===== src/source/core_macros.svh =====
// core constants for the reset pc, the trap opcode and the data memory layout
`ifndef CORE_MACROS_SVH
`define CORE_MACROS_SVH

// first fetch address after reset
`define PC_START     64'h0000_0000_8000_0000

// custom opcode that stops the core
// the low byte of x10 is reported as the trap code
`define TRAP_OPCODE  7'h6b

// data ram size in 64-bit words
`define DMEM_DEPTH   256

// address of data word 0
// loads and stores must fall inside DMEM_DEPTH words from here
`define DMEM_BASE    64'h0000_0000_8000_1000

`endif


===== src/source/core_pkg.sv =====
// shared types and stage-to-stage records for the rv64 subset core
package core_pkg;

  typedef logic [63:0] xlen_t;
  typedef logic [31:0] inst_t;
  typedef logic [4:0]  reg_addr_t;
  typedef logic [7:0]  trap_code_t;

  typedef enum logic [2:0] {
    ALU_ADD,
    ALU_SUB,
    ALU_AND,
    ALU_OR,
    ALU_XOR,
    ALU_SLT,
    ALU_PASS_B
  } alu_op_e;

  typedef enum logic [1:0] {
    BR_NONE,
    BR_EQ,
    BR_NE,
    BR_JAL
  } br_kind_e;

  typedef enum logic [1:0] {
    FETCH_ISSUE,
    FETCH_WAIT,
    FETCH_HALT
  } fetch_state_e;

  typedef struct packed {
    logic  valid;
    xlen_t pc;
    inst_t inst;
  } if_id_t;

  typedef struct packed {
    logic      valid;
    xlen_t     pc;
    inst_t     inst;
    alu_op_e   alu_op;
    br_kind_e  br_kind;
    xlen_t     op1;
    xlen_t     op2;
    xlen_t     sdata;
    xlen_t     imm;
    reg_addr_t rd;
    logic      rd_wen;
    logic      load;
    logic      store;
    logic      trap;
  } id_ex_t;

  typedef struct packed {
    logic      valid;
    xlen_t     pc;
    inst_t     inst;
    xlen_t     result;
    xlen_t     next_pc;
    xlen_t     sdata;
    reg_addr_t rd;
    logic      rd_wen;
    logic      load;
    logic      store;
    logic      trap;
  } ex_mem_t;

  typedef struct packed {
    logic      valid;
    xlen_t     pc;
    inst_t     inst;
    xlen_t     rd_wdata;
    xlen_t     next_pc;
    reg_addr_t rd;
    logic      rd_wen;
    logic      trap;
  } mem_wb_t;

  typedef struct packed {
    logic  valid;
    xlen_t next_pc;
  } retire_t;

  typedef struct packed {
    logic      valid;
    xlen_t     pc;
    inst_t     inst;
    logic      wen;
    reg_addr_t wdest;
    xlen_t     wdata;
  } commit_t;

endpackage


===== src/source/regfile.sv =====
// integer register file with 32 x 64-bit entries and x0 tied to zero
`timescale 1ns/100ps

module regfile (
  input  logic                clock,
  input  logic                reset,
  input  core_pkg::reg_addr_t rs1_addr_i,
  input  core_pkg::reg_addr_t rs2_addr_i,
  output core_pkg::xlen_t     rs1_data_o,
  output core_pkg::xlen_t     rs2_data_o,
  input  logic                wen_i,
  input  core_pkg::reg_addr_t waddr_i,
  input  core_pkg::xlen_t     wdata_i,
  output core_pkg::xlen_t     x10_o
);

  core_pkg::xlen_t regs [32];

  always_ff @(posedge clock) begin
    if (reset) begin
      for (int i = 0; i < 32; i++) begin
        regs[i] <= '0;
      end
    end else if (wen_i && (waddr_i != 5'd0)) begin
      regs[waddr_i] <= wdata_i;
    end
  end

  assign rs1_data_o = (rs1_addr_i == 5'd0) ? '0 : regs[rs1_addr_i];
  assign rs2_data_o = (rs2_addr_i == 5'd0) ? '0 : regs[rs2_addr_i];

  // a0 feeds the trap code
  assign x10_o = regs[10];

endmodule


===== config.mk =====
export PLATFORM = sky130hd
export DESIGN_NAME = regfile
export DESIGN_NICKNAME = d
export VERILOG_FILES = /design/src/source/core_macros.svh /design/src/source/core_pkg.sv /design/src/source/regfile.sv
export SDC_FILE = /design/constraint.sdc
export NUM_CORES = 2
export LEC_CHECK = 0
export BUFFER_PORTS_ARGS = -buffer_cell sky130_fd_sc_hd__buf_4
export CORE_MARGIN = 2
export CORE_UTILIZATION = 57
export DETAILED_ROUTE_END_ITERATION = 8
export PLACE_DENSITY = 0.77
export SYNTH_ARGS = -nofsm -noshare
export SYNTH_HDL_FRONTEND = slang
export SYNTH_SLANG_ARGS = --single-unit

===== constraint.sdc =====
create_clock -name clock -period 2.6 [get_ports clock]
set_clock_uncertainty 0.05 [all_clocks]
set_input_delay 0.26 -clock clock [delete_from_list [all_inputs] [get_ports clock]]
set_output_delay 0.26 -clock clock [all_outputs]
set_load 0.01 [all_outputs]

==> impl_metrics.json <==
{
  "outcome": "complete, but fails checks",
  "violations": "setup timing",
  "grt_first_pass_wirelength_mm": 564,
  "antenna_found_initial": 40,
  "rsz0062_at_grt": "yes",
  "placed_area_sq_mm": 0.119,
  "powerDensity_mw_per_mm2": 637,
  "hold_path.class": "primary input to flip-flop",
  "cp-start-kind": "flip-flop",
  "dieArea_sq_mm": 0.193,
  "grt_use_met3": 0.168,
  "yosysWarningCount": 0,
  "fill_cells": 12000,
  "cts.sinks": 2048,
  "setup.worst_path.class": "flip-flop to primary output",
  "hpwl_mm": 248,
  "port_buffers": 273,
  "synth_seq_area_share": 0.568,
  "drt-wirelength-per-cell_microns": 40.3,
  "hold_violations": 0,
  "grt_overflow": 0,
  "synth_edf_count": 2048,
  "power_uw": 81900,
  "die_h_microns": 440,
  "async_flop_share": 0,
  "post-route-period-util": 1.25,
  "track_usage": 0.423,
  "critical_path_arrival_ns": 2.93,
  "crit_path_end_kind": "primary output",
  "grt.busiest_layer": "met2",
  "cts_tree": "done",
  "cts_root_buf": "clkbuf_16",
  "route.detailed.drc": 0,
  "layout-area-overhead-vs-synth_pct": 18.8,
  "synthFlopType": "edfxtp_1",
  "drv_slew": 0,
  "met2_usage": 0.610,
  "dr.pass1.iters": 6,
  "ios": 274,
  "dr.first_iter.drc_count": 14600,
  "cp.required_ns": 2.29,
  "tns_ns": -48.08,
  "fmax_mhz": 308,
  "relSlewSlack": 0.514,
  "core_area_sq_mm": 0.188,
  "top_regs": "regs (2048)",
  "max_cap_viol_count": 0,
  "syn_area_sq_mm": 0.108,
  "viasPerCell": 7.43,
  "leakagePower_uw": 0.0461,
  "yosys_register_bits": 2048,
  "largest_reg_flops": 2048,
  "crit_chain": "mux4_2 > mux2i_2 > o22ai_1 > buf_4 > a221o_1 > buf_6 > buf_6",
  "grt_max_degree": 65,
  "cts_buffer_depth": 3,
  "finalCriticalPeriod_ns": 3.24,
  "setup_viol": 128,
  "ir_drop_v": 0.000804,
  "routed_wl_mm": 409,
  "setup_ws_ns": -0.645,
  "fp-row-count": 159,
  "start_util": 0.575,
  "synth_cell_types": 54,
  "cts_buffers": 205,
  "critPathSlowestCell": "edfxtp_1",
  "nets": 7548,
  "regMostFlops": "regs",
  "num_vias": 75600,
  "gp_congestion": 0.982,
  "path_max_fanout": 3,
  "grt_pass1_vias": 74300,
  "htree_levels": 4,
  "crit_top_cell": "buf_6",
  "drive_gt1_frac": 0.342,
  "final_area_sq_mm": 0.129,
  "syn_avg_cell_area_sq_um": 15.7,
  "final_antenna_net_count": 0,
  "fp.dieW_microns": 440,
  "worst_pin_slew_ns": 0.724,
  "grt_use_met1": 0.528,
  "critical-path-max-stage-delay_ns": 0.51,
  "clk_pin_slew_ns": 0.06,
  "syn_inst": 6887
}
logic make-up (layout without fill, tap and decap cells):
group                  count (synthesis)  count (layout)  share of synthesized area
AOI/OAI and AO/OA                    495             495                     0.0361
buffers and inverters                788            1476                     0.0323
DFF                                 2048            2048                      0.568
muxes                               1364            1364                      0.238
other                                  1              99                  0.0000347
and+or+nand+nor                     2191            2191                      0.125
repair_timing:
action	CTS	global route
pin swaps	251	39
hold buffers	65	0
resized for setup	395	59
buffers inserted	67	30
endpoints found under the setup margin	128	128
cloned	0	0
endpoints found under the hold margin	2031	0
area by class of cell:
| cell class | instances | area, sq um | share of cell area |
|---|---|---|---|
| Sequential cell | 2048 | 61500 | 0.478 |
| Antenna cell | 35 | 87.6 | 0.000681 |
| Clock buffer | 254 | 5480 | 0.0426 |
| Inverter | 4 | 18.8 | 0.000146 |
| Tap cell | 2495 | 3120 | 0.0243 |
| Timing Repair Buffer | 1093 | 11900 | 0.0927 |
| Multi-Input combinational cell | 4114 | 45300 | 0.353 |
| Clock inverter | 125 | 1110 | 0.00866 |
synth_stat cells, types with 17 or more instances:
library cell     n  share of area
a211o_1         86         0.0070
a21o_1          45         0.0031
a221oi_1        20         0.0016
a22o_1          86         0.0070
and2_1        2007           0.12
and3_1          43         0.0025
buf_1           39         0.0014
buf_2           89         0.0041
buf_4           47         0.0033
buf_6           33         0.0034
clkbuf_1       576          0.020
edfxtp_1      2048           0.57
mux2_2          25         0.0026
mux2i_1        376          0.035
mux4_2         963           0.20
nand2_1         17        0.00059
nor2_1          40         0.0014
o21ai_1         20        0.00093
o221ai_1        86         0.0070
o22ai_1        110         0.0064
or2_2           32         0.0018
cells in the final DEF (no fill, tap or decap), types with 32 or more instances in the layout:
cell type,instances
buf_4,645
mux4_2,963
and2_1,1986
dlygate4sd3_1,65
a22o_1,78
buf_6,138
o22ai_1,86
clkinv_1,51
clkbuf_16,213
and3_4,43
edfxtp_1,2048
clkbuf_1,41
nor2_4,32
a21o_1,34
o221ai_1,86
conb_1,64
diode_2,35
clkinv_2,43
a211o_1,69
mux2i_1,339
buf_12,240
path summary, 6_finish.rpt:
path | cells past startpoint | endpoint | slack [ns] | startpoint
worst max-delay path | 7 | rs1_data_o[33] | -0.64 | regs[10][33]$_SDFFCE_PN0P_
worst min-delay path | 2 | regs[0][11]$_SDFFCE_PN0P_ | 0.16 | reset
through the flow:
stage | hold WS, ns | utilization | instances | worst slack, ns
3_5_place_dp | 0.453 | 0.631 | 9611 | -0.327
6_report | 0.160 | 0.683 | 10200 | -0.645
5_1_grt | 0.171 | 0.683 | 10100 | -0.681
2_1_floorplan | 0.408 | - | 6950 | 0.0960
4_1_cts | 0.123 | 0.680 | 10100 | -0.637
3_3_place_gp | 0.456 | 0.631 | 9611 | -0.342
report_power, final:
group / internal, uW / switching [uW]
sequential: 38100 / 1020
combinational: 5810 / 7040
clock: 16900 / 13000
total: 60800 / 21000
metal layers:
layer,vias to the layer above,routed length [microns]
met5,-,74
met3,1938,72000
met4,14,34400
met1,37600,126000
met2,8152,177000
li1,27900,-
critical path: cells and delay by family (launching register included):
family          cells  cell delay, ns
mux                 2            0.71
flops               1            0.51
buf+inv             3            0.44
compound gates      2            0.39
Power figures use the tool's default switching activity.
