===== src/source/core_macros.svh =====
// core constants for the reset pc, the trap opcode and the data memory layout
`ifndef CORE_MACROS_SVH
`define CORE_MACROS_SVH

// first fetch address after reset
`define PC_START     64'h0000_0000_8000_0000

// custom opcode that stops the core
// the low byte of x10 is reported as the trap code
`define TRAP_OPCODE  7'h6b

// data ram size in 64-bit words
`define DMEM_DEPTH   256

// address of data word 0
// loads and stores must fall inside DMEM_DEPTH words from here
`define DMEM_BASE    64'h0000_0000_8000_1000

`endif


===== src/source/core_pkg.sv =====
// shared types and stage-to-stage records for the rv64 subset core
package core_pkg;

  typedef logic [63:0] xlen_t;
  typedef logic [31:0] inst_t;
  typedef logic [4:0]  reg_addr_t;
  typedef logic [7:0]  trap_code_t;

  typedef enum logic [2:0] {
    ALU_ADD,
    ALU_SUB,
    ALU_AND,
    ALU_OR,
    ALU_XOR,
    ALU_SLT,
    ALU_PASS_B
  } alu_op_e;

  typedef enum logic [1:0] {
    BR_NONE,
    BR_EQ,
    BR_NE,
    BR_JAL
  } br_kind_e;

  typedef enum logic [1:0] {
    FETCH_ISSUE,
    FETCH_WAIT,
    FETCH_HALT
  } fetch_state_e;

  typedef struct packed {
    logic  valid;
    xlen_t pc;
    inst_t inst;
  } if_id_t;

  typedef struct packed {
    logic      valid;
    xlen_t     pc;
    inst_t     inst;
    alu_op_e   alu_op;
    br_kind_e  br_kind;
    xlen_t     op1;
    xlen_t     op2;
    xlen_t     sdata;
    xlen_t     imm;
    reg_addr_t rd;
    logic      rd_wen;
    logic      load;
    logic      store;
    logic      trap;
  } id_ex_t;

  typedef struct packed {
    logic      valid;
    xlen_t     pc;
    inst_t     inst;
    xlen_t     result;
    xlen_t     next_pc;
    xlen_t     sdata;
    reg_addr_t rd;
    logic      rd_wen;
    logic      load;
    logic      store;
    logic      trap;
  } ex_mem_t;

  typedef struct packed {
    logic      valid;
    xlen_t     pc;
    inst_t     inst;
    xlen_t     rd_wdata;
    xlen_t     next_pc;
    reg_addr_t rd;
    logic      rd_wen;
    logic      trap;
  } mem_wb_t;

  typedef struct packed {
    logic  valid;
    xlen_t next_pc;
  } retire_t;

  typedef struct packed {
    logic      valid;
    xlen_t     pc;
    inst_t     inst;
    logic      wen;
    reg_addr_t wdest;
    xlen_t     wdata;
  } commit_t;

endpackage


===== src/source/if_stage.sv =====
// fetch stage holding the pc and issuing one instruction per retire
`timescale 1ns/100ps
`include "core_macros.svh"

module if_stage (
  input  logic              clock,
  input  logic              reset,
  input  core_pkg::retire_t retire_i,
  output core_pkg::xlen_t   imem_addr_o,
  input  core_pkg::inst_t   imem_inst_i,
  output core_pkg::if_id_t  fetch_o
);

  core_pkg::fetch_state_e state_q;
  core_pkg::xlen_t        pc_q;
  core_pkg::xlen_t        fetch_pc;
  logic                   resume;
  logic                   issue;
  logic                   is_trap;

  // retire pulse reopens issue in the same cycle
  assign resume   = (state_q == core_pkg::FETCH_WAIT) && retire_i.valid;
  assign issue    = (state_q == core_pkg::FETCH_ISSUE) || resume;
  assign fetch_pc = resume ? retire_i.next_pc : pc_q;
  assign is_trap  = (imem_inst_i[6:0] == `TRAP_OPCODE);

  assign imem_addr_o = fetch_pc;

  always_ff @(posedge clock) begin
    if (reset) begin
      state_q <= core_pkg::FETCH_ISSUE;
      pc_q    <= `PC_START;
    end else if (issue) begin
      // nothing follows a trap down the pipe
      state_q <= is_trap ? core_pkg::FETCH_HALT : core_pkg::FETCH_WAIT;
      pc_q    <= fetch_pc;
    end
  end

  always_ff @(posedge clock) begin
    fetch_o.pc   <= fetch_pc;
    fetch_o.inst <= imem_inst_i;
    if (reset) begin
      fetch_o.valid <= 1'b0;
    end else begin
      fetch_o.valid <= issue;
    end
  end

  // a retire only comes back for the one instruction in flight
  // so it never meets a fresh fetch or an idle fetch unit
  assert property (@(posedge clock) disable iff (reset)
    retire_i.valid |-> (state_q != core_pkg::FETCH_ISSUE) && !fetch_o.valid);

endmodule


===== config.mk =====
export PLATFORM = sky130hd
export DESIGN_NAME = if_stage
export DESIGN_NICKNAME = d
export VERILOG_FILES = /design/src/source/core_pkg.sv /design/src/source/if_stage.sv
export VERILOG_INCLUDE_DIRS = /design/src /design/src/source
export SDC_FILE = /design/constraint.sdc
export NUM_CORES = 1
export LEC_CHECK = 0
export BUFFER_PORTS_ARGS = -buffer_cell sky130_fd_sc_hd__buf_4
export CAP_MARGIN = 20
export CORE_AREA = 2 2 114 116
export DETAILED_ROUTE_END_ITERATION = 10
export DIE_AREA = 0 0 116 118
export PLACE_DENSITY = 0.74
export SETUP_SLACK_MARGIN = 0.3
export SLEW_MARGIN = 25
export SYNTH_ARGS = -nofsm -noshare
export SYNTH_HDL_FRONTEND = slang
export SYNTH_SLANG_ARGS = --single-unit

===== constraint.sdc =====
create_clock -name clock -period 1.45 [get_ports clock]
set_clock_uncertainty 0.2 [all_clocks]
set_input_delay 0 -clock clock [delete_from_list [all_inputs] [get_ports clock]]
set_output_delay 0 -clock clock [all_outputs]
set_load 0.005 [all_outputs]

==> impl_metrics.json <==
{
  "status": "finished, violations left",
  "violations": "hold timing, setup timing",
  "clk_latency_ns": 0.41,
  "diodes": 0,
  "cts_root_buffer": "clkbuf_16",
  "crit_path_end": "imem_addr_o[59]",
  "fin_area_sq_um": 8250,
  "wl_per_cell_microns": 16.7,
  "initial_core_util_pct": 39.2,
  "cts_tree": "built",
  "power_leakage_nw": 4.07,
  "cts.reportedPaths.clkPinSlew_ns": 0.07,
  "area_growth_pct": 69.5,
  "ys_warn_count": 0,
  "dpl_worst_slack_ns": -0.145,
  "critical_path.max_fanout": 13,
  "critPathArrivalTime_ns": 1.65,
  "ir_drop_uv": 754,
  "rr_worst_depth": 5,
  "cp-startpoint": "state_q[1]$_SDFFE_PP0P_",
  "avgSynthCellArea_sq_um": 15.5,
  "crit_cells": 4,
  "clock_sinks": 163,
  "finalHoldViolCount": 128,
  "critPathBufInv": 2,
  "reg2reg_slack_ns": -0.11,
  "io_pins": 260,
  "min_from": "retire_i[11]",
  "portBuffers": 259,
  "reg2reg_from": "state_q[1]$_SDFFE_PP0P_",
  "setup_ws_ns": -0.403,
  "setup_viol": 128,
  "drt_iter0_drc": 173,
  "worst_path_max_delay_cell": "mux2_4",
  "start_kind": "register",
  "synth.distinct_cells": 17,
  "first_global_vias": 3761,
  "regToRegEndpoint": "pc_q[60]$_SDFFE_PP0P_",
  "cp_cell_sequence": "nand3b_4 > clkbuf_16 > mux2_4 > buf_6",
  "vias": 3498,
  "synthesis.area_sq_um": 4870,
  "layout.nets": 723,
  "seq_area_frac_synth_pct": 67.0,
  "die_area_sq_um": 13700,
  "path_delay_family": "buffers and inverters",
  "worst_hold_path_type": "in2reg",
  "fmax_ghz": 0.540,
  "die_y_microns": 118,
  "gr-total-overflow": 0,
  "cts_buffers": 17,
  "tns_ns": -30.03,
  "worstMarginPinSlew_ns": 0.369,
  "crit_required_ns": 1.25,
  "slew_headroom_pct": 75.4,
  "synth_seq_cells": 163,
  "grt_pass1_wl_mm": 19.7,
  "avgViaCountPerCell": 4.32,
  "max_stage_delay_ns": 0.34,
  "ctsLongestPathBuffers": 2,
  "final_max_slew_viol_count": 0,
  "htreeDepth": 4,
  "final_antenna_net_count": 0,
  "drc": 0,
  "drive_above_1_share_pct": 64.8,
  "routabilityCongestion": 0.727,
  "end_kind": "output pin",
  "rows": 41,
  "criticalPathCategory": "reg2out",
  "antenna_found_initial": 0,
  "cap_viol_max_count": 0,
  "grt_max_degree": 34,
  "whs_ns": -0.373,
  "syn_inst": 315,
  "die_w_microns": 116,
  "wl_mm": 13.5,
  "final_cells": 809,
  "ctsHoldBuffers": 34,
  "power.density_nw_per_um2": 1290,
  "period_share_pct": 128,
  "rsz0062_at_grt": "true",
  "finalCriticalPeriod_ns": 1.85,
  "hpwlAfterDp_mm": 8.62,
  "grt.total_usage_pct": 19.1,
  "syn_nets": 414,
  "dr.pass1.iters": 4,
  "core_area_sq_um": 12400,
  "dp.cells": 740,
  "placed_area_sq_um": 6950
}
## final cells by class
cell class	count	area, sq um
Clock buffer	18	429
Clock inverter	14	154
Fill cell	916	4160
Inverter	2	7.51
Multi-Input combinational cell	136	1570
Sequential cell	163	3270
Tap cell	172	215
Timing Repair Buffer	304	2610
## cell usage in the layout (no fill, tap or decap), types with 2 or more instances in the layout
master / Yosys / routed
dfxtp_1: 163 / 161
buf_12: 7 / 2
buf_6: 0 / 54
mux2_4: 60 / 64
dlygate4sd3_1: 0 / 34
bufinv_16: 0 / 2
dfxtp_2: 0 / 2
inv_6: 0 / 2
buf_4: 0 / 213
and2_1: 59 / 23
and2_4: 4 / 40
inv_1: 2 / 2
clkinv_2: 0 / 2
clkbuf_16: 0 / 18
clkinv_4: 0 / 2
clkinvlp_4: 0 / 5
## cell usage after synthesis
cell / n / area [sq um]
and4b_1: 1 / 10.0
and2_1: 59 / 369
a32o_1: 1 / 10.0
clkbuf_1: 7 / 26.3
o21ai_0: 1 / 5.00
mux2_4: 60 / 901
and3b_1: 1 / 8.76
and2_4: 4 / 35.0
a21o_2: 1 / 8.76
mux2_2: 4 / 45.0
dfxtp_1: 163 / 3260
a211oi_1: 1 / 7.51
nand2b_1: 1 / 6.26
buf_12: 7 / 140
nand3b_4: 1 / 20.0
inv_1: 2 / 7.51
a21oi_1: 1 / 5.00
## per-stage QoR
stage	utilization (%)	total power, W	hold WS [ns]
finish	66.5	0.0107	-0.373
global route	66.5	0.0111	-0.383
CTS	65.3	0.0107	-0.394
detailed placement	56.0	0.00617	-0.0943
global placement	56.0	0.00614	-0.0952
floorplan	-	0.00540	-0.172
## cells by family (layout without fill, tap and decap cells)
group | Yosys count | after routing | share of synthesized area, %
buf+inv | 16 | 338 | 3.57
simple gates | 67 | 67 | 9.23
compound gates | 5 | 5 | 0.745
mux | 64 | 64 | 19.4
flops | 163 | 163 | 67.0
## where the power goes
part | internal (W) | total, W | switching [W]
sequential | 0.00476 | 0.00484 | 0.0000861
combinational | 0.000986 | 0.00148 | 0.000491
clock | 0.00255 | 0.00436 | 0.00181
total | 0.00830 | 0.0107 | 0.00239
## how the worst min path moves through the flow
| stage | to | slack (ns) | cells past startpoint |
|---|---|---|---|
| 6_report | fetch_o[43]$_DFF_P_ | -0.37 | 2 |
| 5_1_grt | fetch_o[35]$_DFF_P_ | -0.38 | 2 |
| 4_1_cts | fetch_o[43]$_DFF_P_ | -0.39 | 2 |
| 3_5_place_dp | fetch_o[21]$_DFF_P_ | -0.09 | 1 |
| 3_3_place_gp | fetch_o[10]$_DFF_P_ | -0.1 | 1 |
| 2_1_floorplan | fetch_o[0]$_DFF_P_ | -0.17 | 0 |
## worst reg2reg max path, delay by kind of cell, from the launching register on
family	cells	cell delay [ns]
buf+inv	2	0.27
mux	1	0.31
flops	1	0.32
simple gates	2	0.37
## metal layers
layer	GRT usage [%]	routed length (microns)	vias to the layer above
met5	0	0	-
met4	9.45	366	0
met3	6.95	1160	28
met2	35.4	7290	173
met1	18.2	4670	1653
li1	-	-	1644
## sequential cells by signal (all words and copies together) (netlist names)
| name | cells |
|---|---|
| pc_q | 64 |
| state_q | 2 |
| fetch_o | 97 |
## repair_timing
action | CTS | global route
gates resized for setup | 66 | 36
cloned | 0 | 1
endpoints found under the setup margin | 193 | 192
pin swaps | 0 | 3
buffers inserted | 1 | 1
hold endpoints to repair | 163 | 128
Power figures use the tool's default switching activity.
