--- src/source/core_macros.svh ---
// core constants for the reset pc, the trap opcode and the data memory layout
`ifndef CORE_MACROS_SVH
`define CORE_MACROS_SVH

// first fetch address after reset
`define PC_START     64'h0000_0000_8000_0000

// custom opcode that stops the core
// the low byte of x10 is reported as the trap code
`define TRAP_OPCODE  7'h6b

// data ram size in 64-bit words
`define DMEM_DEPTH   256

// address of data word 0
// loads and stores must fall inside DMEM_DEPTH words from here
`define DMEM_BASE    64'h0000_0000_8000_1000

`endif

--- src/source/core_pkg.sv ---
// shared types and stage-to-stage records for the rv64 subset core
package core_pkg;

  typedef logic [63:0] xlen_t;
  typedef logic [31:0] inst_t;
  typedef logic [4:0]  reg_addr_t;
  typedef logic [7:0]  trap_code_t;

  typedef enum logic [2:0] {
    ALU_ADD,
    ALU_SUB,
    ALU_AND,
    ALU_OR,
    ALU_XOR,
    ALU_SLT,
    ALU_PASS_B
  } alu_op_e;

  typedef enum logic [1:0] {
    BR_NONE,
    BR_EQ,
    BR_NE,
    BR_JAL
  } br_kind_e;

  typedef enum logic [1:0] {
    FETCH_ISSUE,
    FETCH_WAIT,
    FETCH_HALT
  } fetch_state_e;

  typedef struct packed {
    logic  valid;
    xlen_t pc;
    inst_t inst;
  } if_id_t;

  typedef struct packed {
    logic      valid;
    xlen_t     pc;
    inst_t     inst;
    alu_op_e   alu_op;
    br_kind_e  br_kind;
    xlen_t     op1;
    xlen_t     op2;
    xlen_t     sdata;
    xlen_t     imm;
    reg_addr_t rd;
    logic      rd_wen;
    logic      load;
    logic      store;
    logic      trap;
  } id_ex_t;

  typedef struct packed {
    logic      valid;
    xlen_t     pc;
    inst_t     inst;
    xlen_t     result;
    xlen_t     next_pc;
    xlen_t     sdata;
    reg_addr_t rd;
    logic      rd_wen;
    logic      load;
    logic      store;
    logic      trap;
  } ex_mem_t;

  typedef struct packed {
    logic      valid;
    xlen_t     pc;
    inst_t     inst;
    xlen_t     rd_wdata;
    xlen_t     next_pc;
    reg_addr_t rd;
    logic      rd_wen;
    logic      trap;
  } mem_wb_t;

  typedef struct packed {
    logic  valid;
    xlen_t next_pc;
  } retire_t;

  typedef struct packed {
    logic      valid;
    xlen_t     pc;
    inst_t     inst;
    logic      wen;
    reg_addr_t wdest;
    xlen_t     wdata;
  } commit_t;

endpackage

--- src/source/exe_stage.sv ---
// execute stage with the alu, branch compare and next pc select
`timescale 1ns/100ps

module exe_stage (
  input  logic               clock,
  input  logic               reset,
  input  core_pkg::id_ex_t   decode_i,
  output core_pkg::ex_mem_t  exec_o
);

  core_pkg::xlen_t   alu_res;
  core_pkg::xlen_t   pc_plus4;
  core_pkg::xlen_t   target;
  logic              taken;
  core_pkg::ex_mem_t ex;

  always_comb begin
    case (decode_i.alu_op)
      core_pkg::ALU_ADD:    alu_res = decode_i.op1 + decode_i.op2;
      core_pkg::ALU_SUB:    alu_res = decode_i.op1 - decode_i.op2;
      core_pkg::ALU_AND:    alu_res = decode_i.op1 & decode_i.op2;
      core_pkg::ALU_OR:     alu_res = decode_i.op1 | decode_i.op2;
      core_pkg::ALU_XOR:    alu_res = decode_i.op1 ^ decode_i.op2;
      core_pkg::ALU_SLT:    alu_res = {63'b0, $signed(decode_i.op1) < $signed(decode_i.op2)};
      core_pkg::ALU_PASS_B: alu_res = decode_i.op2;
      default:              alu_res = '0;
    endcase
  end

  assign pc_plus4 = decode_i.pc + 64'd4;
  assign target   = decode_i.pc + decode_i.imm;

  always_comb begin
    case (decode_i.br_kind)
      core_pkg::BR_EQ:  taken = (decode_i.op1 == decode_i.op2);
      core_pkg::BR_NE:  taken = (decode_i.op1 != decode_i.op2);
      core_pkg::BR_JAL: taken = 1'b1;
      default:          taken = 1'b0;
    endcase
  end

  always_comb begin
    ex.valid   = decode_i.valid;
    ex.pc      = decode_i.pc;
    ex.inst    = decode_i.inst;
    // jal links pc+4, loads and stores carry the address
    ex.result  = (decode_i.br_kind == core_pkg::BR_JAL) ? pc_plus4 : alu_res;
    ex.next_pc = taken ? target : pc_plus4;
    ex.sdata   = decode_i.sdata;
    ex.rd      = decode_i.rd;
    ex.rd_wen  = decode_i.rd_wen;
    ex.load    = decode_i.load;
    ex.store   = decode_i.store;
    ex.trap    = decode_i.trap;
  end

  always_ff @(posedge clock) begin
    exec_o <= ex;
    if (reset) begin
      exec_o.valid <= 1'b0;
    end
  end

endmodule

--- config.mk ---
export PLATFORM = sky130hd
export DESIGN_NAME = exe_stage
export DESIGN_NICKNAME = d
export VERILOG_FILES = /design/src/source/core_macros.svh /design/src/source/core_pkg.sv /design/src/source/exe_stage.sv
export SDC_FILE = /design/constraint.sdc
export NUM_CORES = 1
export LEC_CHECK = 0
export BUFFER_PORTS_ARGS = -buffer_cell sky130_fd_sc_hd__buf_2
export CAP_MARGIN = 20
export CELL_PAD_IN_SITES_DETAIL_PLACEMENT = 1
export CELL_PAD_IN_SITES_GLOBAL_PLACEMENT = 1
export CORE_AREA = 2 2 261 263
export DETAILED_ROUTE_END_ITERATION = 10
export DIE_AREA = 0 0 263 265
export GPL_TIMING_DRIVEN = 0
export HOLD_SLACK_MARGIN = 0.12
export PLACE_DENSITY = 0.82
export SETUP_SLACK_MARGIN = 0.05
export SLEW_MARGIN = 20
export SYNTH_ARGS = -nofsm -noshare
export SYNTH_HDL_FRONTEND = slang
export SYNTH_SLANG_ARGS = --single-unit
--- constraint.sdc ---
create_clock -name clock -period 4.66 [get_ports clock]
set_input_delay 0.932 -clock clock [delete_from_list [all_inputs] [get_ports clock]]
set_output_delay 0.932 -clock clock [all_outputs]
set_load 0.005 [all_outputs]
==> reports/qor.csv, run 1 <==
stage,metric,value,unit
worst_setup_path,CP max FO,10,
timing,ratio of final minimum period to clock period,1.03,
layout,number of flip-flops under the largest register name,298,
layout,total non-filler cell area in the finished layout,30200,sq um
grt,largest net degree at the start of global routing,15,
logic_synthesis,yosys synthesis warning count,0,
logic_synthesis,count of flip-flops with a built-in enable after synthesis,0,
cts,total clock sinks,298,
floorplanning,Row Count,95,
grt,GRT Resource Usage Total,0.448,
placed_design,post-placement cell area,28800,sq um
route,sum of routed wire length over all layers,164000,microns
timing,hold slack final,443,ps
route,average vias per placed instance,6.33,
logic_synthesis,sequential share of the synthesized area,0.245,
route,number of vias after detailed routing,30600,
worst_setup_path,classification of the worst setup path,input port to register,
power_and_ir_drop,Max VDD drop,250,uV
outcome,violated checks,negative setup slack,
placed_design,Cell Count Post-Placement,4755,
cts,Clk Tree Root Cell,clkbuf_16,
floorplanning,Initial Util,0.364,
cts,CTS max path bufs,3,
floorplanning,Core Area,66800,sq um
hold_path,type of the most critical hold path,input port to register,
floorplanning,die span in y,265,microns
layout,registers with the most flip-flops,exec_o x298,
grt,total gr overflow,0,
logic_synthesis,"Top FF cell, synth",dfxtp_1,
worst_setup_path,kind of launch point of the worst setup path,input port,
timing,transition time of the tightest slew-check pin,1440,ps
grt,via count of the first global-routing pass,30100,
cts,number of CTS-inserted buffers,36,
floorplanning,die extent in x,263,microns
placed_design,total of buffers placed on input and output ports,666,
placed_design,routability cong.,1.10,
logic_synthesis,top post-synthesis cells by area,"dfxtp_1 25%, ha_1 14%, a21oi_1 8.1%",
timing,RSZ-0062 raised after global routing,true,
outcome,result of the run,"complete, but fails checks",
worst_setup_path,Most common cell on crit path,clkbuf_1,
grt,global-route wire length before repair,224000,microns
worst_setup_path,Worst setup EP type,register,
route,post-route DRC violation count,0,
floorplanning,io pins,667,
flow_run,maxcap violations,0,
power_and_ir_drop,Design Power,9.40,mW
timing,Setup WS post-layout,-131,ps
layout,number of filler instances in the final layout,8516,
timing,Setup TNS,-386,ps
layout,synthesis-to-layout area growth,24.1,%
cts,H-tree level count,2,
logic_synthesis,net count after synthesis,3863,
logic_synthesis,Gate Count Post-Synth,3216,
layout,Reg with most FFs,exec_o,
cts,Clock transition at path regs,60,ps
worst_setup_path,"Largest stage delay, worst path",830,ps
logic_synthesis,number of storage elements in the synthesis netlist,298,
worst_setup_path,"Cell Chain, Critical Path",buf_2 > clkbuf_1 > clkbuf_2 > clkbuf_1 > clkbuf_1 > clkdlybuf4s15_2 > o221ai_1 > o311ai_0 > nand2_1,
worst_setup_path,required time of the worst setup path,5100,ps
placed_design,half-perimeter wire length of the detailed placement result,133000,microns
power_and_ir_drop,power per standard cell area,311,nW/um^2
layout,Finished Core Util,0.452,
worst_setup_path,Arrival @ worst endpoint,5230,ps
hold_path,number of instances on the worst hold path,1,
route,post-detailed-route wirelength per cell,33.9,microns
logic_synthesis,count of unique library cells instantiated by Yosys,101,
logic_synthesis,proportion of register bits with asynchronous set or reset after synthesis,0,
floorplanning,Die ar.,69700,sq um
logic_synthesis,Yosys top cell area share,0.245,
layout,# nets final,4568,
power_and_ir_drop,leakage power summed over all cells,14.0,nW
timing,Highest Clock Rate,0.209,GHz
route,Final ANT Viol Nets,0,
timing,crit path time final,4790,ps
worst_setup_path,crit path max-delay cell type,clkbuf_1,
logic_synthesis,netlist area before placement,24300,sq um
timing,max-slew violation total from the final report,0,
layout,Finished Layout Cells,4830,
timing,"Hold Violations, Final",0,
logic_synthesis,leading area contributor after synthesis,dfxtp_1,
grt,antenna violations before repair,21,
placed_design,pre-CTS setup slack,-1040,ps
timing,final setup violation count,5,
route,initial detailed-routing violation count,3645,
timing,worst relative slew slack,0.0387,
layout,share of final-layout standard cells stronger than drive strength 1,0.216,
route,total iterations of the first detailed-routing run,9,
logic_synthesis,post-synthesis average cell area,7.56,sq um
cts,CTS tree,built,
==> path summary, 6_finish.rpt <==
path	start	slack [ps]	endpoint
worst max-delay path	decode_i[268]	-130	exec_o[156]
worst min-delay path	decode_i[83]	440	exec_o[19]
==> layout make-up <==
type	instances	area, sq um	share of cell area
Sequential cell	298	5970	0.198
Timing Repair Buffer	668	3360	0.111
Tap cell	873	1090	0.0362
Clock inverter	20	250	0.00829
Antenna cell	10	25.0	0.000829
Buffer	174	729	0.0242
Inverter	234	878	0.0291
Clock buffer	44	981	0.0325
Multi-Input combinational cell	2509	16900	0.560
==> critical path: cells and delay by family <==
kind | cells | cell delay [ps]
AOI/OAI and AO/OA | 2 | 700
buffers and inverters | 6 | 3390
and+or+nand+nor | 1 | 180
==> report_power, final <==
part	internal (mW)	leakage, nW	switching, mW
Clock	1.70	0.592	1.30
Combinational	1.11	10.9	2.35
Sequential	2.79	2.51	0.139
==> cells by family after synthesis <==
family                   Yosys count  synth area share
AO/OA/AOI/OAI                   1134             0.300
XOR/XNOR                         134            0.0486
adder cells (fa/ha/maj)          278             0.144
buffers and inverters            409            0.0651
flip-flops                       298             0.245
multiplexers                      41            0.0178
AND/OR/NAND/NOR                  922             0.180
==> layer usage <==
metal,share of wire,global-route usage
met1,0.37,0.531
met2,0.43,0.692
met3,0.11,0.125
met4,0.091,0.335
met5,0.00044,0
==> placed cells by master (no fill, tap or decap), types with 42 or more instances in the layout <==
cell type    n
nand3_1     77
dfxtp_1    298
a31oi_1     44
xor2_1      59
o21bai_1    58
xnor2_1     74
nand2_1    226
o211ai_1    48
inv_1      230
nor3_1      55
nand4_1     55
o21ai_0    184
nor2_1     310
nor4_1      42
buf_2      691
o22ai_1     52
a21oi_1    392
clkbuf_1   119
a21o_1      62
ha_1       274
==> synthesized netlist by cell type, types with 46 or more instances <==
library cell  instances
o21ai_0             187
clkbuf_1            130
o21bai_1             59
nand2_1             226
ha_1                275
dfxtp_1             298
inv_1               230
xor2_1               59
nor2_1              310
o22ai_1              52
xnor2_1              74
nor4_1               46
nor3_1               56
a21oi_1             396
nand4_1              55
a21o_1               62
o211ai_1             48
nand3_1              77
==> what timing repair did <==
item                       in CTS  in global routing
setup endpoints to repair      26                 26
hold buffers                    0                  0
setup buffers                   0                  1
pin swaps                       0                  1
gates resized for setup        18                 26
Note: power is estimated with default switching activity, not from simulation.
==> inputs of run 2 (changes only) <==
==> constraint.sdc (replaced) <==
create_clock -name clock -period 4.66 [get_ports clock]
set_input_delay 0.233 -clock clock [delete_from_list [all_inputs] [get_ports clock]]
set_output_delay 0.233 -clock clock [all_outputs]
set_load 0.005 [all_outputs]
==> reports/qor.csv, run 2 (synthesis gave the netlist of run 1 again) <==
stage,metric,value,unit
outcome,result of the run,"complete, but fails checks",
outcome,violated checks,negative setup slack,
cts,number of CTS-inserted buffers,36,
layout,registers with the most flip-flops,exec_o x298,
worst_setup_path,gate family responsible for the most delay along the worst path,buffers and inverters,
floorplanning,Core Area,66800,sq um
hold_path,type of the most critical hold path,input port to register,
cts,total clock sinks,298,
worst_setup_path,Most common cell on crit path,clkbuf_1,
timing,"Hold Violations, Final",0,
cts,CTS max path bufs,3,
worst_setup_path,"Largest stage delay, worst path",950,ps
route,post-route DRC violation count,0,
placed_design,half-perimeter wire length of the detailed placement result,133000,microns
layout,register area,5970,sq um
placed_design,total of buffers placed on input and output ports,666,
cts,Clock transition at path regs,60,ps
route,number of vias after detailed routing,32000,
layout,Finished Layout Cells,5014,
worst_setup_path,Arrival @ worst endpoint,5340,ps
cts,number of setup buffers added after CTS,0,
grt,antenna violations before repair,26,
route,post-detailed-route wirelength per cell,34.2,microns
layout,number of flip-flops under the largest register name,298,
grt,total gr overflow,0,
worst_setup_path,worst path bufs/invs,6,
route,amount of wire on met2 after detailed routing,72300,microns
grt,GRT Resource Usage Total,0.470,
power_and_ir_drop,Max VDD drop,250,uV
floorplanning,Initial Util,0.364,
floorplanning,die extent in x,263,microns
cts,CTS tree,built,
layout,share of final-layout standard cells stronger than drive strength 1,0.201,
layout,"commonest cells after routing, fill and taps aside","691 x buf_2, 395 x a21oi_1, 310 x nor2_1",
power_and_ir_drop,power per standard cell area,302,nW/um^2
power_and_ir_drop,Design Power,9.62,mW
timing,Setup TNS,-466,ps
timing,ratio of final minimum period to clock period,1.05,
timing,Highest Clock Rate,0.204,GHz
route,Final ANT Viol Nets,0,
timing,crit path time final,4890,ps
floorplanning,Row Count,95,
layout,"commonest non-fill, non-tap cell in the layout",buf_2,
worst_setup_path,CP max FO,10,
floorplanning,io pins,667,
layout,synthesis-to-layout area growth,30.9,%
worst_setup_path,kind of launch point of the worst setup path,input port,
route,topmost layer with routed signal wires,met5,
timing,hold slack final,174,ps
timing,transition time of the tightest slew-check pin,1380,ps
worst_setup_path,classification of the worst setup path,input port to register,
worst_setup_path,"Cell Chain, Critical Path",buf_2 > clkbuf_1 > clkbuf_1 > clkbuf_1 > clkbuf_1 > buf_1 > o221ai_1 > nand3_1 > o21ai_0,
timing,RSZ-0062 raised after global routing,false,
route,DRT met1 WL,62600,microns
placed_design,Cell Count Post-Placement,4755,
cts,H-tree level count,2,
cts,Clk Tree Root Cell,clkbuf_16,
timing,Setup WS post-layout,-233,ps
floorplanning,die span in y,265,microns
worst_setup_path,Worst setup EP type,register,
route,total iterations of the first detailed-routing run,7,
grt,largest net degree at the start of global routing,15,
timing,max-slew violation total from the final report,0,
timing,worst relative slew slack,0.0820,
route,Met3 Wirelength,19700,microns
timing,final setup violation count,3,
power_and_ir_drop,leakage power summed over all cells,14.7,nW
route,sum of routed wire length over all layers,171000,microns
placed_design,routability cong.,1.10,
placed_design,pre-CTS setup slack,-338,ps
flow_run,maxcap violations,0,
route,average vias per placed instance,6.39,
grt,global-route wire length before repair,236000,microns
worst_setup_path,crit path max-delay cell type,buf_1,
layout,number of filler instances in the final layout,8466,
layout,# nets final,4741,
layout,area of the multi-input gates,16800,sq um
worst_setup_path,required time of the worst setup path,5110,ps
floorplanning,Die ar.,69700,sq um
grt,via count of the first global-routing pass,31700,
layout,Reg with most FFs,exec_o,
route,initial detailed-routing violation count,4051,
-- run 2: stage by stage --
| step | instance area [sq um] | utilization |
|---|---|---|
| 4_1_cts | 31700 | 0.475 |
| 3_3_place_gp | 28700 | 0.430 |
| 2_1_floorplan | 24300 | - |
| 6_report | 31800 | 0.476 |
| 3_5_place_dp | 28800 | 0.431 |
| 5_1_grt | 31800 | 0.476 |
-- run 2: final timing paths --
path | start | endpoint | slack, ps | cells after the start
max | decode_i[268] | exec_o[160] | -230 | 9
min | decode_i[152] | exec_o[152] | 170 | 4
-- run 2: where the power goes --
part	switching (mW)	internal, mW
registers	0.148	2.79
clock network	1.36	1.70
logic	2.42	1.20
-- run 2: what timing repair did --
item	in CTS	in global routing
hold buffers	173	0
endpoints found under the setup margin	0	3
endpoints found under the hold margin	191	0
resized for setup	0	3
-- run 2: metal layers --
layer	vias to the layer above	GRT usage
met2	2317	0.717
met5	-	0
met3	686	0.136
met1	15600	0.550
met4	10	0.377
li1	13400	-
-- run 2: layout make-up --
class                   count  area share
multi-input cells        2509       0.528
plain buffers             175      0.0226
clock buffers              44      0.0308
clock inverters            20     0.00786
well taps                 873      0.0343
flip-flops and latches    298       0.187
repair buffers            840       0.159
inverters                 234      0.0276
diodes                     21     0.00165
