===== config.mk =====
export PLATFORM = sky130hd
export DESIGN_NAME = id_stage
export DESIGN_NICKNAME = d
export VERILOG_FILES = /design/src/source/core_pkg.sv /design/src/source/id_stage.sv
export VERILOG_INCLUDE_DIRS = /design/src /design/src/source
export SDC_FILE = /design/constraint.sdc
export NUM_CORES = 1
export LEC_CHECK = 0
export BUFFER_PORTS_ARGS = -buffer_cell sky130_fd_sc_hd__buf_2
export CORE_AREA = 2 2 232 234
export CTS_BUF_LIST = sky130_fd_sc_hd__clkbuf_4 sky130_fd_sc_hd__clkbuf_8 sky130_fd_sc_hd__clkbuf_16
export DETAILED_ROUTE_END_ITERATION = 8
export DIE_AREA = 0 0 234 236
export GPL_ROUTABILITY_DRIVEN = 0
export GPL_TIMING_DRIVEN = 0
export PLACE_DENSITY_LB_ADDON = 0.05
export SLEW_MARGIN = 15
export SYNTH_ARGS = -nofsm -noshare
export SYNTH_HDL_FRONTEND = slang
export SYNTH_SLANG_ARGS = --single-unit

===== constraint.sdc =====
create_clock -name clock -period 1.2 [get_ports clock]
set_input_delay 0.06 -clock clock [delete_from_list [all_inputs] [get_ports clock]]
set_output_delay 0.06 -clock clock [all_outputs]
set_load 0.01 [all_outputs]

===== src/source/core_macros.svh =====
// core constants for the reset pc, the trap opcode and the data memory layout
`ifndef CORE_MACROS_SVH
`define CORE_MACROS_SVH

// first fetch address after reset
`define PC_START     64'h0000_0000_8000_0000

// custom opcode that stops the core
// the low byte of x10 is reported as the trap code
`define TRAP_OPCODE  7'h6b

// data ram size in 64-bit words
`define DMEM_DEPTH   256

// address of data word 0
// loads and stores must fall inside DMEM_DEPTH words from here
`define DMEM_BASE    64'h0000_0000_8000_1000

`endif


===== src/source/core_pkg.sv =====
// shared types and stage-to-stage records for the rv64 subset core
package core_pkg;

  typedef logic [63:0] xlen_t;
  typedef logic [31:0] inst_t;
  typedef logic [4:0]  reg_addr_t;
  typedef logic [7:0]  trap_code_t;

  typedef enum logic [2:0] {
    ALU_ADD,
    ALU_SUB,
    ALU_AND,
    ALU_OR,
    ALU_XOR,
    ALU_SLT,
    ALU_PASS_B
  } alu_op_e;

  typedef enum logic [1:0] {
    BR_NONE,
    BR_EQ,
    BR_NE,
    BR_JAL
  } br_kind_e;

  typedef enum logic [1:0] {
    FETCH_ISSUE,
    FETCH_WAIT,
    FETCH_HALT
  } fetch_state_e;

  typedef struct packed {
    logic  valid;
    xlen_t pc;
    inst_t inst;
  } if_id_t;

  typedef struct packed {
    logic      valid;
    xlen_t     pc;
    inst_t     inst;
    alu_op_e   alu_op;
    br_kind_e  br_kind;
    xlen_t     op1;
    xlen_t     op2;
    xlen_t     sdata;
    xlen_t     imm;
    reg_addr_t rd;
    logic      rd_wen;
    logic      load;
    logic      store;
    logic      trap;
  } id_ex_t;

  typedef struct packed {
    logic      valid;
    xlen_t     pc;
    inst_t     inst;
    xlen_t     result;
    xlen_t     next_pc;
    xlen_t     sdata;
    reg_addr_t rd;
    logic      rd_wen;
    logic      load;
    logic      store;
    logic      trap;
  } ex_mem_t;

  typedef struct packed {
    logic      valid;
    xlen_t     pc;
    inst_t     inst;
    xlen_t     rd_wdata;
    xlen_t     next_pc;
    reg_addr_t rd;
    logic      rd_wen;
    logic      trap;
  } mem_wb_t;

  typedef struct packed {
    logic  valid;
    xlen_t next_pc;
  } retire_t;

  typedef struct packed {
    logic      valid;
    xlen_t     pc;
    inst_t     inst;
    logic      wen;
    reg_addr_t wdest;
    xlen_t     wdata;
  } commit_t;

endpackage


===== src/source/id_stage.sv =====
// decode stage turning an instruction into operands and control for execute
`timescale 1ns/100ps
`include "core_macros.svh"

module id_stage (
  input  logic                clock,
  input  logic                reset,
  input  core_pkg::if_id_t    fetch_i,
  output core_pkg::reg_addr_t rs1_addr_o,
  output core_pkg::reg_addr_t rs2_addr_o,
  input  core_pkg::xlen_t     rs1_data_i,
  input  core_pkg::xlen_t     rs2_data_i,
  output core_pkg::id_ex_t    decode_o
);

  core_pkg::inst_t  inst;
  logic [6:0]       opcode;
  logic [2:0]       funct3;
  logic [6:0]       funct7;
  core_pkg::xlen_t  imm_i;
  core_pkg::xlen_t  imm_s;
  core_pkg::xlen_t  imm_b;
  core_pkg::xlen_t  imm_u;
  core_pkg::xlen_t  imm_j;
  core_pkg::id_ex_t dec;

  assign inst   = fetch_i.inst;
  assign opcode = inst[6:0];
  assign funct3 = inst[14:12];
  assign funct7 = inst[31:25];

  assign rs1_addr_o = inst[19:15];
  assign rs2_addr_o = inst[24:20];

  assign imm_i = {{52{inst[31]}}, inst[31:20]};
  assign imm_s = {{52{inst[31]}}, inst[31:25], inst[11:7]};
  assign imm_b = {{52{inst[31]}}, inst[7], inst[30:25], inst[11:8], 1'b0};
  assign imm_u = {{32{inst[31]}}, inst[31:12], 12'b0};
  assign imm_j = {{44{inst[31]}}, inst[19:12], inst[20], inst[30:21], 1'b0};

  always_comb begin
    dec       = '0;
    dec.valid = fetch_i.valid;
    dec.pc    = fetch_i.pc;
    dec.inst  = inst;
    dec.op1   = rs1_data_i;
    dec.op2   = rs2_data_i;
    dec.sdata = rs2_data_i;
    dec.rd    = inst[11:7];
    // unknown encodings fall through as a no-op
    case (opcode)
      7'b0010011: begin
        dec.op2    = imm_i;
        dec.rd_wen = (funct3 == 3'b000);
      end
      7'b0110011: begin
        dec.rd_wen = (funct7 == 7'h00) || (funct7 == 7'h20 && funct3 == 3'b000);
        case (funct3)
          3'b000:  dec.alu_op = (funct7 == 7'h20) ? core_pkg::ALU_SUB : core_pkg::ALU_ADD;
          3'b010:  dec.alu_op = core_pkg::ALU_SLT;
          3'b100:  dec.alu_op = core_pkg::ALU_XOR;
          3'b110:  dec.alu_op = core_pkg::ALU_OR;
          3'b111:  dec.alu_op = core_pkg::ALU_AND;
          default: dec.rd_wen = 1'b0;
        endcase
      end
      7'b0110111: begin
        dec.alu_op = core_pkg::ALU_PASS_B;
        dec.op2    = imm_u;
        dec.rd_wen = 1'b1;
      end
      7'b0000011: begin
        dec.op2    = imm_i;
        dec.load   = (funct3 == 3'b011);
        dec.rd_wen = (funct3 == 3'b011);
      end
      7'b0100011: begin
        dec.op2   = imm_s;
        dec.store = (funct3 == 3'b011);
      end
      7'b1100011: begin
        dec.imm = imm_b;
        if (funct3 == 3'b000) begin
          dec.br_kind = core_pkg::BR_EQ;
        end else if (funct3 == 3'b001) begin
          dec.br_kind = core_pkg::BR_NE;
        end
      end
      7'b1101111: begin
        dec.imm     = imm_j;
        dec.br_kind = core_pkg::BR_JAL;
        dec.rd_wen  = 1'b1;
      end
      `TRAP_OPCODE: dec.trap = 1'b1;
      default: ;
    endcase
  end

  always_ff @(posedge clock) begin
    decode_o <= dec;
    if (reset) begin
      decode_o.valid <= 1'b0;
    end
  end

endmodule


==> results of run 1 <==
kinds of logic (layout without fill, tap and decap cells):
| group | Yosys count | count (layout) | share of synthesized area |
|---|---|---|---|
| AO/OA/AOI/OAI | 92 | 92 | 0.0917 |
| XOR/XNOR | 1 | 1 | 0.00109 |
| buffers and inverters | 85 | 988 | 0.0744 |
| flip-flops | 318 | 318 | 0.794 |
| other | 1 | 1 | 0.000468 |
| AND/OR/NAND/NOR | 56 | 56 | 0.0384 |
cells in the mapped netlist, types with 2 or more instances:
cell type  instances
dfxtp_1          318
buf_4             59
a21o_1            43
a221o_1           19
buf_2             14
a22o_1            11
nand2_1           11
nor2_1             9
and2_1             8
nor3_1             8
a22oi_1            5
buf_6              5
o21ai_0            5
a21oi_1            3
and3_1             3
clkbuf_1           3
inv_1              3
nor2b_1            3
nand2b_1           2
nand3b_1           2
nor2_2             2
nor4_1             2
power breakdown:
part / switching (mW) / internal, mW / leakage [nW]
combinational: 1.06 / 1.30 / 4.54
sequential: 0.115 / 11.1 / 2.67
clock: 4.65 / 8.06 / 0.703
total: 5.83 / 20.5 / 7.91
routing by layer:
| layer | vias to the layer above | part of all wire |
|---|---|---|
| met5 | - | 0.00038 |
| met4 | 2 | 0.028 |
| li1 | 3549 | - |
| met1 | 3346 | 0.38 |
| met3 | 53 | 0.083 |
| met2 | 289 | 0.51 |
layout by cell type (no fill, tap or decap), drive strengths merged, types with 2 or more instances in the layout:
| master | Yosys | routed |
|---|---|---|
| buf | 78 | 682 |
| dfxtp | 318 | 318 |
| dlygate4sd3 | 0 | 226 |
| clkbuf | 4 | 62 |
| a21o | 43 | 43 |
| a221o | 19 | 19 |
| a22o | 11 | 11 |
| nand2 | 11 | 11 |
| nor2 | 11 | 11 |
| and2 | 8 | 8 |
| nor3 | 8 | 8 |
| clkinv | 0 | 7 |
| o21ai | 6 | 6 |
| a22oi | 5 | 5 |
| bufinv | 0 | 5 |
| a21oi | 3 | 3 |
| and3 | 3 | 3 |
| inv | 3 | 3 |
| nor2b | 3 | 3 |
| nand2b | 2 | 2 |
| nand3b | 2 | 2 |
| nor4 | 2 | 2 |
| dlymetal6s4s | 0 | 2 |
worst max-delay path by stage:
stage	slack (ns)	depth (start not counted)	endpoint
2_1_floorplan	0.04	6	decode_o[158]
3_3_place_gp	-0.54	5	decode_o[267]
3_5_place_dp	-0.50	5	decode_o[145]
4_1_cts	-0.22	3	decode_o[45]
5_1_grt	-0.24	3	decode_o[67]
6_report	-0.17	3	decode_o[37]
through the flow:
stage	setup TNS (ns)	hold slack, ns
floorplan	0	0.0877
global placement	-29.08	0.162
detailed placement	-30.21	0.164
CTS	-11.95	0.00568
global route	-10.02	0.0124
finish	-6.83	-0.00653
repair_timing:
action	CTS	global route
hold buffers	228	0
resized for setup	12	12
buffers inserted	3	3
endpoints found under the hold margin	312	0
pin swaps	0	1
endpoints found under the setup margin	48	70
final cells by class:
type | instances | area, µm² | share of cell area
Clock buffer | 57 | 1210 | 0.0769
Clock inverter | 13 | 196 | 0.0125
Sequential cell | 318 | 6380 | 0.406
Timing Repair Buffer | 836 | 5410 | 0.345
Buffer | 79 | 566 | 0.0360
Multi-Input combinational cell | 150 | 1070 | 0.0682
Tap cell | 696 | 871 | 0.0554
Inverter | 3 | 11.3 | 0.000717
==> flow_summary_export.csv, run 1 <==
group,metric,value,unit
clocking,cts_tree,"yes",
global_route,grtUsageMet1,0.127,
cells_and_area,drive_gt1_frac,0.527,
clocking,path_clk_slew,0.06,ns
synth,ys.flop_type,"dfxtp_1",
critical_path,crit_buf_inv,3,
synth,syn_area,8020,µm²
sta,hold_violations,1,
sta,max_slew_margin,0.507,
critical_path,cpPeakStageDelay,0.36,ns
global_route,antenna_found_initial,1,
place,dp.cells,1851,
floorplanning,dieArea,55200,µm²
global_route,grtUsageTotal,0.121,
sta,whs,-0.00653,ns
clocking,h-tree-depth,2,
cells_and_area,final_cells,2152,
power_and_ir_drop,vdd_drop_max,788,µV
run,cap_violations,0,
min_path,min_to,"decode_o[276]",
sta,setup_ws,-0.168,ns
synth,syn_avg_cell_area,14.5,µm²
global_route,overflow,0,
critical_path,cp.required,1.14,ns
cells_and_area,finish.net_count,1655,
sta,period_share,1.14,
floorplanning,fp.coreArea,53100,µm²
cells_and_area,area_growth,96.0,%
route,avgViaCountPerCell,3.36,
route,drt_wl_total,34300,µm
sta,min_period,1.37,ns
min_path,holdPathStages,2,
global_route,grt_pass1_wl,48800,µm
clocking,cts_buffers,40,
place,portBuffers,602,
critical_path,endpoint_kind,"output port",
clocking,clockBufferDepth,3,
run_status,status,"finished with violations",
global_route,grt_pass1_vias,7596,
cells_and_area,num_antenna_cells,0,
place,place_area,11900,µm²
floorplanning,std_cell_rows,85,
synth,seq_area_frac_synth,0.794,
sta,slew_violations,0,
place,pre_cts_slack,-0.500,ns
synth,yosys-top-cells-area,"dfxtp_1 79%, buf_4 5.5%, a21o_1 4.0%",
clocking,cts_root_buf,"clkbuf_16",
cells_and_area,postLayoutCoreUtil,0.296,
critical_path,crit_chain,"buf_12 -> buf_4 -> buf_4",
floorplanning,ioPinCount,604,
critical_path,critPathLaunch,"decode_o[71]",
power_and_ir_drop,fin_total_pwr,26.3,mW
route,routedWlPerCell,15.9,µm
critical_path,cp_top_family,"buffers and inverters",
sta,rsz0062_at_grt,"true",
cells_and_area,stdcell_area,15700,µm²
critical_path,critPathMaxFanout,22,
global_route,met2_usage,0.218,
cells_and_area,regMostFlops,"decode_o",
critical_path,cpMostUsedCell,"buf_4",
min_path,hold_class,"in2reg",
floorplanning,initial_core_util,0.151,
critical_path,cpMaxStageDelayCell,"dfxtp_4",
sta,max_freq,731,MHz
global_route,grt_max_degree,23,
sta,setup_violations,44,
critical_path,startpoint_type,"register",
global_route,use_met3,0.0444,
run_status,violations,"hold timing, setup timing",
synth,syn_nets,780,
floorplanning,dieHeight,236,µm
critical_path,crit_arrival,1.31,ns
clocking,cts.sinks,318,
route,drc,0,
cells_and_area,fillers,5641,
power_and_ir_drop,power_density,1670,nW/µm²
cells_and_area,largestRegisters,"decode_o x318",
synth,synth-seq-cells,318,
place,dp_hpwl,25400,µm
global_route,grt.busiest_layer,"met2",
synth,ys_warn_count,0,
power_and_ir_drop,power.leakage,7.91,nW
route,dr.pass1.iters,4,
route,drt-initial-drc-count,160,
sta,tightest_slew,0.737,ns
synth,synthArstFlopShare,0,
route,vias,7239,
cells_and_area,largest_reg_flops,318,
critical_path,worstSetupPathType,"reg2out",
synth,synth_top_area_share,0.794,
synth,synth_cell_types,37,
floorplanning,die_width,234,µm
synth,yosysTopAreaCell,"dfxtp_1",
synth,synth_edf_count,0,
synth,syn_inst,553,
min_path,min_from,"fetch_i[6]",
route,postRouteAntennaNets,0,
(Power assumes the default switching activity.)
==> run 2, diff against run 1 <==
==> constraint.sdc (replaced) <==
create_clock -name clock -period 1.74 [get_ports clock]
set_input_delay 0.087 -clock clock [delete_from_list [all_inputs] [get_ports clock]]
set_output_delay 0.087 -clock clock [all_outputs]
set_load 0.01 [all_outputs]
==> flow_summary_export.csv, run 2 (same netlist as run 1, synthesis figures left out) <==
group,metric,value,unit
route,drc,0,
floorplanning,dieArea,55200,µm²
sta,setup_ws,0.198,ns
cells_and_area,largest_reg_flops,318,
power_and_ir_drop,power.leakage,7.86,nW
global_route,grt_pass1_vias,7558,
clocking,clockBufferDepth,3,
route,vias,7279,
critical_path,cp_top_family,"buffers and inverters",
critical_path,startpoint_type,"primary input",
route,drt-initial-drc-count,147,
sta,tightest_slew,0.599,ns
critical_path,crit_buf_inv,5,
sta,max_freq,649,MHz
place,pre_cts_slack,-0.119,ns
power_and_ir_drop,fin_total_pwr,18.2,mW
floorplanning,ioPinCount,604,
clocking,cts_buffers,41,
clocking,cts.sinks,318,
clocking,cts_root_buf,"clkbuf_16",
cells_and_area,drive_gt1_frac,0.524,
sta,whs,0.0717,ns
clocking,h-tree-depth,2,
cells_and_area,fillers,5584,
cells_and_area,multiInputGateArea,1060,µm²
cells_and_area,mostFrequentLayoutCells,"616 x buf_2, 317 x dfxtp_1, 226 x dlygate4sd3_1, 59 x buf_4",
power_and_ir_drop,power_density,1160,nW/µm²
place,portBuffers,602,
global_route,grtUsageTotal,0.118,
cells_and_area,regMostFlops,"decode_o",
critical_path,endpoint_kind,"register",
cells_and_area,postLayoutCoreUtil,0.294,
floorplanning,die_width,234,µm
sta,rsz0062_at_grt,"false",
route,postRouteAntennaNets,0,
sta,hold_violations,0,
critical_path,cp.required,2.17,ns
critical_path,cpPeakStageDelay,0.54,ns
global_route,grt_pass1_wl,48200,µm
floorplanning,std_cell_rows,85,
critical_path,crit_chain,"dlygate4sd3_1 -> buf_2 -> buf_2 -> nor2_1 -> and4b_1 -> clkbuf_2 -> and2_1 -> buf_2 -> a21o_1",
route,avgViaCountPerCell,3.38,
route,dr.pass1.iters,6,
sta,max_slew_margin,0.601,
cells_and_area,stdcell_area,15600,µm²
critical_path,crit_arrival,1.97,ns
cells_and_area,finish.net_count,1651,
clocking,path_clk_slew,0.05,ns
clocking,cts_tree,"yes",
sta,setup_violations,0,
global_route,overflow,0,
route,routedWlPerCell,15.8,µm
global_route,antenna_found_initial,2,
cells_and_area,regArea,6370,µm²
min_path,holdPathStages,4,
run_status,status,"complete, no violations",
sta,min_period,1.54,ns
cells_and_area,largestRegisters,"decode_o x318",
floorplanning,fp.coreArea,53100,µm²
critical_path,critPathMaxFanout,10,
run,cap_violations,0,
critical_path,cpMostUsedCell,"buf_2",
sta,period_share,0.886,
critical_path,worstSetupPathType,"in2reg",
power_and_ir_drop,vdd_drop_max,660,µV
floorplanning,initial_core_util,0.151,
critical_path,cpMaxStageDelayCell,"dlygate4sd3_1",
critical_path,path_depth,9,
global_route,grt_max_degree,45,
route,drt_wl_total,34000,µm
cells_and_area,area_growth,94.6,%
cells_and_area,layout_commonest_cell,"buf_2",
min_path,hold_class,"in2reg",
clocking,post_cts_buffers,0,
sta,slew_violations,0,
place,place_area,11900,µm²
place,dp_hpwl,25600,µm
floorplanning,dieHeight,236,µm
[run 2: cell count changes in the layout (fill, tap and decap cells not counted), moves of 2 or more]
cell,previous run,this run
buf_6,12,5
dfxtp_1,312,317
buf_12,2,0
dfxtp_2,5,0
inv_6,0,2
clkinvlp_4,1,4
bufinv_16,5,3
buf_2,608,616
clkbuf_16,41,43
clkinv_2,6,4
dlymetal6s4s_1,2,0
[run 2: layout make-up]
type                            count  share of cell area
Tap cell                          696              0.0558
Clock buffer                       60              0.0815
Timing Repair Buffer              828               0.338
Buffer                             82              0.0375
Multi-Input combinational cell    150              0.0681
Inverter                            3            0.000721
Sequential cell                   318               0.408
Clock inverter                     13              0.0101
Antenna cell                        1            0.000160
[run 2: worst paths after layout]
check	from	to	slack [ns]
worst max-delay path	fetch_i[2]	decode_o[27]	0.20
worst min-delay path	fetch_i[3]	decode_o[20]	0.07
[run 2: timing repair]
item	in CTS	in global routing
hold endpoints to repair	310	0
hold buffers	226	0
resized for setup	1	2
setup endpoints to repair	44	7
[run 2: tightest hold or removal path, cell delays in order]
cell	delay, ns
buf_2	0.14
nand2_1	0.09
nor2_2	0.07
a22o_1	0.17
[run 2: metal layers]
metal	GRT usage	vias up	share of wire
li1	-	3548	-
met1	0.121	3375	0.36
met2	0.219	294	0.52
met3	0.0422	60	0.086
met4	0.0418	2	0.027
met5	0	-	0.00029
[run 2: through the flow]
step	setup TNS (ns)	instances
final	0	2151
after global routing	0	2150
after CTS	0	2150
after detailed placement	-0.642	1851
after global placement	-0.0490	1851
after floorplan	0	553
[run 2: report_power, final]
| group | leakage, nW | switching (mW) | internal [mW] |
|---|---|---|---|
| Sequential | 2.67 | 0.0791 | 7.66 |
| Combinational | 4.48 | 0.728 | 0.890 |
| Clock | 0.704 | 3.31 | 5.51 |
| Total | 7.86 | 4.12 | 14.1 |
